**config.mk**
```make
export PLATFORM = sky130hd
export DESIGN_NAME = lwe_mem_top
export DESIGN_NICKNAME = d
export VERILOG_FILES = /design/src/verilog/lwe_mem_pkg.sv /design/src/verilog/byte_packer.sv /design/src/verilog/dump_sequencer.sv /design/src/verilog/lwe_mem_top.sv /design/src/verilog/region_memory.sv /design/src/verilog/uart_rx.sv /design/src/verilog/uart_tx.sv
export SDC_FILE = /design/constraint.sdc
export NUM_CORES = 2
export LEC_CHECK = 0
export BUFFER_PORTS_ARGS = -buffer_cell sky130_fd_sc_hd__clkbuf_2
export CORE_MARGIN = 2
export CORE_UTILIZATION = 40
export DETAILED_ROUTE_END_ITERATION = 7
export PLACE_DENSITY_LB_ADDON = 0.1
export SYNTH_ARGS = -nofsm -noshare
export SYNTH_HDL_FRONTEND = slang
export SYNTH_SLANG_ARGS = --single-unit
```
**constraint.sdc**
```tcl
create_clock -name clk_100mhz -period 9.3 [get_ports clk_100mhz]
set_input_delay 0 -clock clk_100mhz [delete_from_list [all_inputs] [get_ports clk_100mhz]]
set_output_delay 0 -clock clk_100mhz [all_outputs]
set_load 0.005 [all_outputs]
```
**src/verilog/lwe_mem_pkg.sv**
```systemverilog
package lwe_mem_pkg;

   // region depths, shrunk for simulation
   localparam int A_DEPTH = 64;
   localparam int PT_DEPTH = 16;
   localparam int SK_DEPTH = 16;
   localparam int B_DEPTH = 32;
   localparam int TOTAL_WORDS = A_DEPTH + PT_DEPTH + SK_DEPTH + B_DEPTH;

   localparam int WORD_BITS = 32;
   localparam int NARROW_BITS = 2; // pt and sk entries

   // first global word index of each region, A starts at 0
   localparam int PT_BASE = A_DEPTH;
   localparam int SK_BASE = PT_BASE + PT_DEPTH;
   localparam int B_BASE = SK_BASE + SK_DEPTH;

   localparam int INDEX_BITS = $clog2(TOTAL_WORDS + 1); // count reaches TOTAL_WORDS
   localparam int A_ADDR_BITS = $clog2(A_DEPTH);
   localparam int PT_ADDR_BITS = $clog2(PT_DEPTH);
   localparam int SK_ADDR_BITS = $clog2(SK_DEPTH);
   localparam int B_ADDR_BITS = $clog2(B_DEPTH);

   // uart bit period in clk_100mhz cycles
   localparam int CLKS_PER_BIT = 16;
   localparam int BAUD_CNT_BITS = $clog2(CLKS_PER_BIT);

   // region codes
   localparam logic [1:0] REGION_A = 2'd0;
   localparam logic [1:0] REGION_PT = 2'd1;
   localparam logic [1:0] REGION_SK = 2'd2;
   localparam logic [1:0] REGION_B = 2'd3;

   // dump sequencer states
   localparam logic [1:0] SEQ_SETTLE = 2'd0;
   localparam logic [1:0] SEQ_SEND = 2'd1;
   localparam logic [1:0] SEQ_ADVANCE = 2'd2;
   localparam logic [1:0] SEQ_DONE = 2'd3;

endpackage

```
**src/verilog/byte_packer.sv**
```systemverilog
`timescale 1ns/1ns
`default_nettype none

module byte_packer
   import lwe_mem_pkg::*;
(
   input wire clk_100mhz,
   input wire sys_rst,
   input wire load_mode,
   input wire rx_valid,
   input wire [7:0] rx_byte,
   output logic word_valid,
   output logic [WORD_BITS-1:0] word
);

   logic [1:0] byte_pos;

   always_ff @(posedge clk_100mhz) begin
      if (sys_rst) begin
         byte_pos <= '0;
         word_valid <= 1'b0;
      end else begin
         word_valid <= load_mode && rx_valid && byte_pos == 2'd3;
         if (!load_mode) begin
            byte_pos <= '0; // realign on every new load
         end else if (rx_valid) begin
            byte_pos <= byte_pos + 1'b1;
         end
      end
   end

   // little endian, after four bytes the first one sits in 7:0
   always_ff @(posedge clk_100mhz) begin
      if (rx_valid) begin
         word <= {rx_byte, word[WORD_BITS-1:8]};
      end
   end

endmodule

`default_nettype wire

```
**src/verilog/dump_sequencer.sv**
```systemverilog
`timescale 1ns/1ns
`default_nettype none

module dump_sequencer
   import lwe_mem_pkg::*;
(
   input wire clk_100mhz,
   input wire sys_rst,
   input wire dump_en,
   input wire busy,
   input wire [WORD_BITS-1:0] rd_data,
   output logic [INDEX_BITS-1:0] rd_index,
   output logic tx_start,
   output logic [7:0] tx_byte,
   output logic dump_done
);

   logic [1:0] state;
   logic [1:0] byte_pos;
   logic settle_cnt; // two cycle wait for rd_data
   logic issue;

   // tx_start still high means busy has not risen yet
   assign issue = dump_en && state == SEQ_SEND && !busy && !tx_start;

   always_ff @(posedge clk_100mhz) begin
      if (sys_rst || !dump_en) begin
         state <= SEQ_SETTLE;
         settle_cnt <= 1'b0;
         rd_index <= '0;
         byte_pos <= '0;
         tx_start <= 1'b0;
         dump_done <= 1'b0;
      end else begin
         tx_start <= issue;
         case (state)
            SEQ_SETTLE: begin
               settle_cnt <= !settle_cnt;
               if (settle_cnt) begin
                  state <= SEQ_SEND;
               end
            end
            SEQ_SEND: begin
               if (issue) begin
                  byte_pos <= byte_pos + 1'b1;
                  if (byte_pos == 2'd3) begin
                     state <= SEQ_ADVANCE;
                  end
               end
            end
            SEQ_ADVANCE: begin
               if (rd_index == INDEX_BITS'(TOTAL_WORDS - 1)) begin
                  state <= SEQ_DONE;
               end else begin
                  rd_index <= rd_index + 1'b1;
                  state <= SEQ_SETTLE;
               end
            end
            SEQ_DONE: begin
               // hold off until the last frame has left the line
               if (!busy && !tx_start) begin
                  dump_done <= 1'b1;
               end
            end
         endcase
      end
   end

   always_ff @(posedge clk_100mhz) begin
      if (issue) begin
         tx_byte <= rd_data[{byte_pos, 3'b000} +: 8]; // low byte first
      end
   end

endmodule

`default_nettype wire

```
**src/verilog/lwe_mem_top.sv**
```systemverilog
`timescale 1ns/1ns
`default_nettype none

module lwe_mem_top
   import lwe_mem_pkg::*;
(
   input wire clk_100mhz,
   input wire sys_rst,
   input wire uart_rxd,
   input wire load_mode,
   input wire dump_en,
   output logic uart_txd,
   output logic dump_done,
   output logic [INDEX_BITS-1:0] word_count
);

   // receive side
   logic rx_valid;
   logic [7:0] rx_byte;
   logic word_valid;
   logic [WORD_BITS-1:0] word;

   // dump side
   logic [INDEX_BITS-1:0] rd_index;
   logic [WORD_BITS-1:0] rd_data;
   logic tx_start;
   logic [7:0] tx_byte;
   logic tx_busy;

   uart_rx u_uart_rx (
      .clk_100mhz(clk_100mhz),
      .sys_rst(sys_rst),
      .rxd(uart_rxd),
      .rx_valid(rx_valid),
      .rx_byte(rx_byte)
   );

   byte_packer u_byte_packer (
      .clk_100mhz(clk_100mhz),
      .sys_rst(sys_rst),
      .load_mode(load_mode),
      .rx_valid(rx_valid),
      .rx_byte(rx_byte),
      .word_valid(word_valid),
      .word(word)
   );

   region_memory u_region_memory (
      .clk_100mhz(clk_100mhz),
      .sys_rst(sys_rst),
      .load_mode(load_mode),
      .word_valid(word_valid),
      .word(word),
      .rd_index(rd_index),
      .rd_data(rd_data),
      .word_count(word_count)
   );

   dump_sequencer u_dump_sequencer (
      .clk_100mhz(clk_100mhz),
      .sys_rst(sys_rst),
      .dump_en(dump_en),
      .busy(tx_busy),
      .rd_data(rd_data),
      .rd_index(rd_index),
      .tx_start(tx_start),
      .tx_byte(tx_byte),
      .dump_done(dump_done)
   );

   uart_tx u_uart_tx (
      .clk_100mhz(clk_100mhz),
      .sys_rst(sys_rst),
      .tx_start(tx_start),
      .tx_byte(tx_byte),
      .busy(tx_busy),
      .txd(uart_txd)
   );

endmodule

`default_nettype wire

```
**src/verilog/region_memory.sv**
```systemverilog
`timescale 1ns/1ns
`default_nettype none

module region_memory
   import lwe_mem_pkg::*;
(
   input wire clk_100mhz,
   input wire sys_rst,
   input wire load_mode,
   input wire word_valid,
   input wire [WORD_BITS-1:0] word,
   input wire [INDEX_BITS-1:0] rd_index,
   output logic [WORD_BITS-1:0] rd_data,
   output logic [INDEX_BITS-1:0] word_count
);

   logic [WORD_BITS-1:0] a_ram [A_DEPTH];
   logic [NARROW_BITS-1:0] pt_ram [PT_DEPTH];
   logic [NARROW_BITS-1:0] sk_ram [SK_DEPTH];
   logic [WORD_BITS-1:0] b_ram [B_DEPTH];

   logic wr_en;
   logic [1:0] wr_region;
   logic [1:0] rd_region;
   logic [1:0] rd_region_q; // lines up with the ram outputs
   logic [INDEX_BITS-1:0] wr_pt_off;
   logic [INDEX_BITS-1:0] wr_sk_off;
   logic [INDEX_BITS-1:0] wr_b_off;
   logic [INDEX_BITS-1:0] rd_pt_off;
   logic [INDEX_BITS-1:0] rd_sk_off;
   logic [INDEX_BITS-1:0] rd_b_off;
   logic [WORD_BITS-1:0] a_q;
   logic [WORD_BITS-1:0] b_q;
   logic [NARROW_BITS-1:0] pt_q;
   logic [NARROW_BITS-1:0] sk_q;

   function automatic logic [1:0] region_of(input logic [INDEX_BITS-1:0] idx);
      if (idx < INDEX_BITS'(PT_BASE)) begin
         return REGION_A;
      end else if (idx < INDEX_BITS'(SK_BASE)) begin
         return REGION_PT;
      end else if (idx < INDEX_BITS'(B_BASE)) begin
         return REGION_SK;
      end
      return REGION_B;
   endfunction

   assign wr_en = load_mode && word_valid && word_count < INDEX_BITS'(TOTAL_WORDS);
   assign wr_region = region_of(word_count);
   assign rd_region = region_of(rd_index);

   // local offsets, only the low bits are used per region
   assign wr_pt_off = word_count - INDEX_BITS'(PT_BASE);
   assign wr_sk_off = word_count - INDEX_BITS'(SK_BASE);
   assign wr_b_off = word_count - INDEX_BITS'(B_BASE);
   assign rd_pt_off = rd_index - INDEX_BITS'(PT_BASE);
   assign rd_sk_off = rd_index - INDEX_BITS'(SK_BASE);
   assign rd_b_off = rd_index - INDEX_BITS'(B_BASE);

   always_ff @(posedge clk_100mhz) begin
      if (sys_rst) begin
         word_count <= '0;
      end else if (wr_en) begin
         word_count <= word_count + 1'b1;
      end
   end

   always_ff @(posedge clk_100mhz) begin
      if (wr_en) begin
         case (wr_region)
            REGION_A: a_ram[word_count[A_ADDR_BITS-1:0]] <= word;
            REGION_PT: pt_ram[wr_pt_off[PT_ADDR_BITS-1:0]] <= word[NARROW_BITS-1:0];
            REGION_SK: sk_ram[wr_sk_off[SK_ADDR_BITS-1:0]] <= word[NARROW_BITS-1:0];
            REGION_B: b_ram[wr_b_off[B_ADDR_BITS-1:0]] <= word;
         endcase
      end
   end

   // stage 1 ram read, stage 2 region mux
   always_ff @(posedge clk_100mhz) begin
      a_q <= a_ram[rd_index[A_ADDR_BITS-1:0]];
      pt_q <= pt_ram[rd_pt_off[PT_ADDR_BITS-1:0]];
      sk_q <= sk_ram[rd_sk_off[SK_ADDR_BITS-1:0]];
      b_q <= b_ram[rd_b_off[B_ADDR_BITS-1:0]];
      rd_region_q <= rd_region;
      case (rd_region_q)
         REGION_A: rd_data <= a_q;
         REGION_PT: rd_data <= {4{{(8 - NARROW_BITS){1'b0}}, pt_q}}; // same byte 4x
         REGION_SK: rd_data <= {4{{(8 - NARROW_BITS){1'b0}}, sk_q}};
         REGION_B: rd_data <= b_q;
      endcase
   end

   // extra frames after a full load must not move the count
   assert property (@(posedge clk_100mhz) disable iff (sys_rst)
      word_count <= INDEX_BITS'(TOTAL_WORDS));

endmodule

`default_nettype wire

```
**src/verilog/uart_rx.sv**
```systemverilog
`timescale 1ns/1ns
`default_nettype none

module uart_rx
   import lwe_mem_pkg::*;
(
   input wire clk_100mhz,
   input wire sys_rst,
   input wire rxd,
   output logic rx_valid,
   output logic [7:0] rx_byte
);

   logic rxd_meta;
   logic rxd_sync;
   logic rxd_prev; // for falling edge detect
   logic active;
   logic [BAUD_CNT_BITS-1:0] clk_cnt;
   logic [3:0] bit_idx; // 0 start, 1..8 data, 9 stop
   logic sample_data;

   // middle of a data bit, one full period after the previous middle
   assign sample_data = active && bit_idx != 4'd0 && bit_idx != 4'd9
                        && clk_cnt == BAUD_CNT_BITS'(CLKS_PER_BIT - 1);

   always_ff @(posedge clk_100mhz) begin
      if (sys_rst) begin
         rxd_meta <= 1'b1;
         rxd_sync <= 1'b1;
         rxd_prev <= 1'b1;
         active <= 1'b0;
         clk_cnt <= '0;
         bit_idx <= '0;
         rx_valid <= 1'b0;
      end else begin
         rxd_meta <= rxd;
         rxd_sync <= rxd_meta;
         rxd_prev <= rxd_sync;
         rx_valid <= 1'b0;
         if (!active) begin
            if (rxd_prev && !rxd_sync) begin
               active <= 1'b1;
               clk_cnt <= '0;
               bit_idx <= '0;
            end
         end else if (bit_idx == 4'd0) begin
            // half a period in, recheck the start bit
            if (clk_cnt == BAUD_CNT_BITS'(CLKS_PER_BIT / 2 - 1)) begin
               clk_cnt <= '0;
               if (rxd_sync) begin
                  active <= 1'b0; // glitch
               end else begin
                  bit_idx <= 4'd1;
               end
            end else begin
               clk_cnt <= clk_cnt + 1'b1;
            end
         end else if (clk_cnt == BAUD_CNT_BITS'(CLKS_PER_BIT - 1)) begin
            clk_cnt <= '0;
            if (bit_idx == 4'd9) begin
               active <= 1'b0;
               rx_valid <= rxd_sync; // bad stop bit drops the frame
            end else begin
               bit_idx <= bit_idx + 1'b1;
            end
         end else begin
            clk_cnt <= clk_cnt + 1'b1;
         end
      end
   end

   // lsb first, so shift in from the top
   always_ff @(posedge clk_100mhz) begin
      if (sample_data) begin
         rx_byte <= {rxd_sync, rx_byte[7:1]};
      end
   end

   // downstream packer counts every strobe as a byte
   assert property (@(posedge clk_100mhz) disable iff (sys_rst)
      rx_valid |=> !rx_valid);

endmodule

`default_nettype wire

```
**src/verilog/uart_tx.sv**
```systemverilog
`timescale 1ns/1ns
`default_nettype none

module uart_tx
   import lwe_mem_pkg::*;
(
   input wire clk_100mhz,
   input wire sys_rst,
   input wire tx_start,
   input wire [7:0] tx_byte,
   output logic busy,
   output logic txd
);

   logic [BAUD_CNT_BITS-1:0] clk_cnt;
   logic [3:0] bit_idx; // bit currently on the line
   logic [8:0] frame; // stop bit above the data
   logic bit_end;

   assign bit_end = busy && clk_cnt == BAUD_CNT_BITS'(CLKS_PER_BIT - 1);

   always_ff @(posedge clk_100mhz) begin
      if (sys_rst) begin
         busy <= 1'b0;
         txd <= 1'b1; // idle line
         clk_cnt <= '0;
         bit_idx <= '0;
      end else if (!busy) begin
         if (tx_start) begin
            busy <= 1'b1;
            txd <= 1'b0; // start bit
            clk_cnt <= '0;
            bit_idx <= '0;
         end
      end else if (bit_end) begin
         clk_cnt <= '0;
         if (bit_idx == 4'd9) begin
            busy <= 1'b0; // stop bit done, line stays high
         end else begin
            txd <= frame[0];
            bit_idx <= bit_idx + 1'b1;
         end
      end else begin
         clk_cnt <= clk_cnt + 1'b1;
      end
   end

   always_ff @(posedge clk_100mhz) begin
      if (tx_start && !busy) begin
         frame <= {1'b1, tx_byte};
      end else if (bit_end && bit_idx != 4'd9) begin
         frame <= {1'b1, frame[8:1]};
      end
   end

   // the dump sequencer must wait out the whole frame
   assert property (@(posedge clk_100mhz) disable iff (sys_rst)
      tx_start |-> !busy);

endmodule

`default_nettype wire
```
==> key figures <==
STA
  • Worst-Margin Slew: 1.45 ns
  • Final Worst Setup Slack: 4.41 ns
  • Slew Viols, Final: 0
  • RSZ-0062 raised after global routing: false
  • Max Freq: 205 MHz
  • Setup Total Neg Slack: 0 ns
  • Worst Skew: 0.0688 ns
  • Slew headroom: 2.94%
  • Hold Violations, Final: 0
  • Post-route minimum period: 4.89 ns
  • Fin crit share: 52.6%
  • Setup violators final: 0

Setup path
  • Critical path class: flop to flop
  • Worst r2r src: u_dump_sequencer.rd_index[0]$_SDFFE_PP0P_
  • Worst path bufs/invs: 2
  • Worst setup EP type: flop
  • CP delay by family, top: compound AO/OA/AOI/OAI gates
  • Reg2reg setup slack: 4.41 ns
  • CP max stage delay: 1.08 ns
  • Crit-path slowest cell: a221oi_1
  • Reg-to-reg endpoint: u_region_memory.a_q[5]$_DFF_P_
  • WP data required: 10.09 ns
  • Setup crit start kind: flop
  • CP max FO: 34
  • Worst Reg-to-Reg Cells: 7
  • Most frequent CP cell: buf_4
  • CP arrival: 5.68 ns
  • Critical-path cell list: buf_4 > nand2b_2 > buf_4 > a211oi_1 > a221oi_1 > a311oi_1 > nor4_1

Hold path
  • Worst hold start: sys_rst
  • Hold Path Stages: 3
  • Worst Hold Class: input pin to flop
  • WHS Endpoint: u_uart_rx.clk_cnt[0]$_SDFFE_PP0P_

Global route
  • First-pass GRT wire length: 509000 µm
  • GR Overflow Total: 0
  • Initial antenna violation count: 33
  • Largest net degree at the start of global routing: 132
  • Tot GR Track Use: 22.6%
  • Vias in the first global route: 62400

Synth
  • Mapped Cells: 6041
  • Yosys top cell by area: edfxtp_1
  • Asr flop ratio synth: 0%
  • Synth Cell Area: 0.127 mm²
  • Mux share of post-synthesis cell area: 16.1%
  • Post-Synth Adder-Cell Area: 0.187%
  • XOR/XNOR Fraction of Synth Area: 0.117%
  • Top FF cell, synth: edfxtp_1
  • Yosys top cell area share: 75.3%
  • Synth warnings: 0
  • Sequential share of the synthesized area: 77.7%
  • Post-synth EDFFs: 3192
  • Area contributors post-synth: edfxtp_1 (75%), mux4_2 (11%), mux2i_1 (3.8%)
  • Cell variety after synth: 50
  • Most frequent cell after synthesis: edfxtp_1
  • Syn nets: 6065
  • Simple-Gate Fraction of Synth Area: 2.02%
  • Most frequent cells after synthesis: edfxtp_1 (3192), mux4_2 (612), mux2i_1 (484)
  • Register bit count reported by yosys: 3343
  • Syn Area/Cell: 21.1 µm²
  • Post-synthesis compound-gate area fraction: 2.65%
  • Largest family of logic cells by synthesized area: multiplexers

Route
  • Routed wire per std cell: 34.1 µm
  • Vias per cell: 5.78
  • Iteration count of the initial detailed-routing pass: 6
  • Total number of vias: 62600
  • Final ANT Viol Nets: 0
  • Detailed Route WL: 369000 µm
  • DRC Markers: 0
  • Number of DRC markers in iteration 0: 7331

Clock tree
  • H-tree levels: 5
  • CTS tree: built
  • Post-CTS setup buffers: 0
  • Post-CTS sizing: 0
  • CTS Sinks: 3343
  • Clk_lat worst skew: 0.92 ns
  • Num CTS Buffers: 357
  • Reg clk slew, reported paths: 0.06 ns
  • Clock buffer depth: 4
  • Root Driver: clkbuf_16

Die
  • I/O pin count: 15
  • Die Wd: 568 µm
  • Chip Height: 568 µm
  • Initial Utilization: 40.1%
  • Die area: 0.323 mm²
  • Core Region: 0.317 mm²
  • Row cnt: 207

Flow run
  • Max cap viols: 0

Cells and area
  • Syn-to-layout area delta: 14.2%
  • Post-layout net count: 6350
  • Share of cells above drive strength 1: 25.2%

Place
  • Pre-CTS WS: 4.51 ns
  • GPL Wtd Cong: 0.804
  • Final HPWL DP: 202000 µm
  • I/O Buffers: 14

Run status
  • Outcome: completed

Power and ir drop
  • Pwr Density: 207 mW/mm²
  • LEAKAGE: 43.3 nW
  • VDD IR max: 0.154 mV
## through the flow
step	power [mW]	hold WS, ns	cells	cell area, µm²	util, %
after detailed placement	16.6	0.204	10100	134000	42.2
after CTS	30.3	0.182	10800	145000	45.8
after floorplan	16.6	0.104	6041	127000	-
after global placement	16.6	0.192	10100	134000	42.2
final	30.0	0.265	10800	145000	45.8
after global routing	30.9	0.306	10800	145000	45.8
## flip-flops by register name (all words and copies together) (netlist names), 32 cells and up
register,cells
u_byte_packer.word,32
u_region_memory.a_q,32
u_region_memory.a_ram,2048
u_region_memory.b_q,32
u_region_memory.b_ram,1024
u_region_memory.pt_ram,32
u_region_memory.rd_data,32
u_region_memory.sk_ram,32
## worst max path at each step
stage / slack (ns) / to / depth (start not counted) / startpoint
after CTS: 4.49 / u_region_memory.a_q[5]$_DFF_P_ / 7 / u_dump_sequencer.rd_index[0]$_SDFFE_PP0P_
after floorplan: 6.18 / u_region_memory.b_ram[20][0]$_DFFE_PP_ / 6 / u_region_memory.word_count[7]$_SDFFE_PP0P_
after global routing: 4.13 / u_region_memory.a_q[5]$_DFF_P_ / 7 / u_dump_sequencer.rd_index[0]$_SDFFE_PP0P_
after detailed placement: 4.51 / u_region_memory.a_q[5]$_DFF_P_ / 7 / u_dump_sequencer.rd_index[0]$_SDFFE_PP0P_
after global placement: 3.86 / u_region_memory.a_q[4]$_DFF_P_ / 6 / u_dump_sequencer.rd_index[0]$_SDFFE_PP0P_
final: 4.41 / u_region_memory.a_q[5]$_DFF_P_ / 7 / u_dump_sequencer.rd_index[0]$_SDFFE_PP0P_
## report_power, final
part / switching, mW / internal [mW] / total [mW]
clock network: 5.92 / 7.87 / 13.8
logic: 0.0149 / 0.00953 / 0.0244
registers: 0.00348 / 16.2 / 16.2
total: 5.94 / 24.1 / 30.0
## cell type report
type,count,area [µm²]
diodes,16,40.0
clock buffers,461,9600
flip-flops and latches,3343,98900
well taps,4180,5230
fillers,26400,172000
multi-input cells,2344,27700
clock inverters,194,1720
repair buffers,266,2150
inverters,14,52.6
## worst reg2reg max path: stages, from the launching register on
cell and delay, ns:
dfxtp_4 0.82, buf_4 0.58, nand2b_2 0.87, buf_4 0.72, a211oi_1 0.12, a221oi_1 1.09, a311oi_1 0.26, nor4_1 0.34
## cells in the final DEF, fill, tap and decap left out, drive strengths merged, types with 130 or more instances in the layout
| master | netlist | routed |
|---|---|---|
| nand2 | 148 | 148 |
| dfxtp | 151 | 151 |
| mux4 | 612 | 612 |
| buf | 195 | 245 |
| nor2 | 297 | 297 |
| a311oi | 130 | 130 |
| mux2i | 484 | 484 |
| clkbuf | 145 | 475 |
| edfxtp | 3192 | 3192 |
| mux2 | 167 | 167 |
| clkinv | 0 | 159 |
## layer usage
layer	global-route usage (%)	up-vias	routed length, µm
li1	-	25700	-
met1	33.5	34200	164000
met2	35.5	2216	172000
met3	3.35	418	24800
met4	4.67	6	7350
met5	0	-	38
## logic make-up after synthesis
group | after synthesis
xor gates and xnor gates | 17
DFF | 3343
adders and majority gates | 19
and+or+nand+nor | 590
muxes | 1263
AOI/OAI and AO/OA | 455
buffers and inverters | 354
## what timing repair did
item	CTS	global route
endpoints found under the setup margin	0	0
hold buffers	7	0
hold endpoints to repair	59	0
Note: power is estimated with default switching activity, not from simulation.
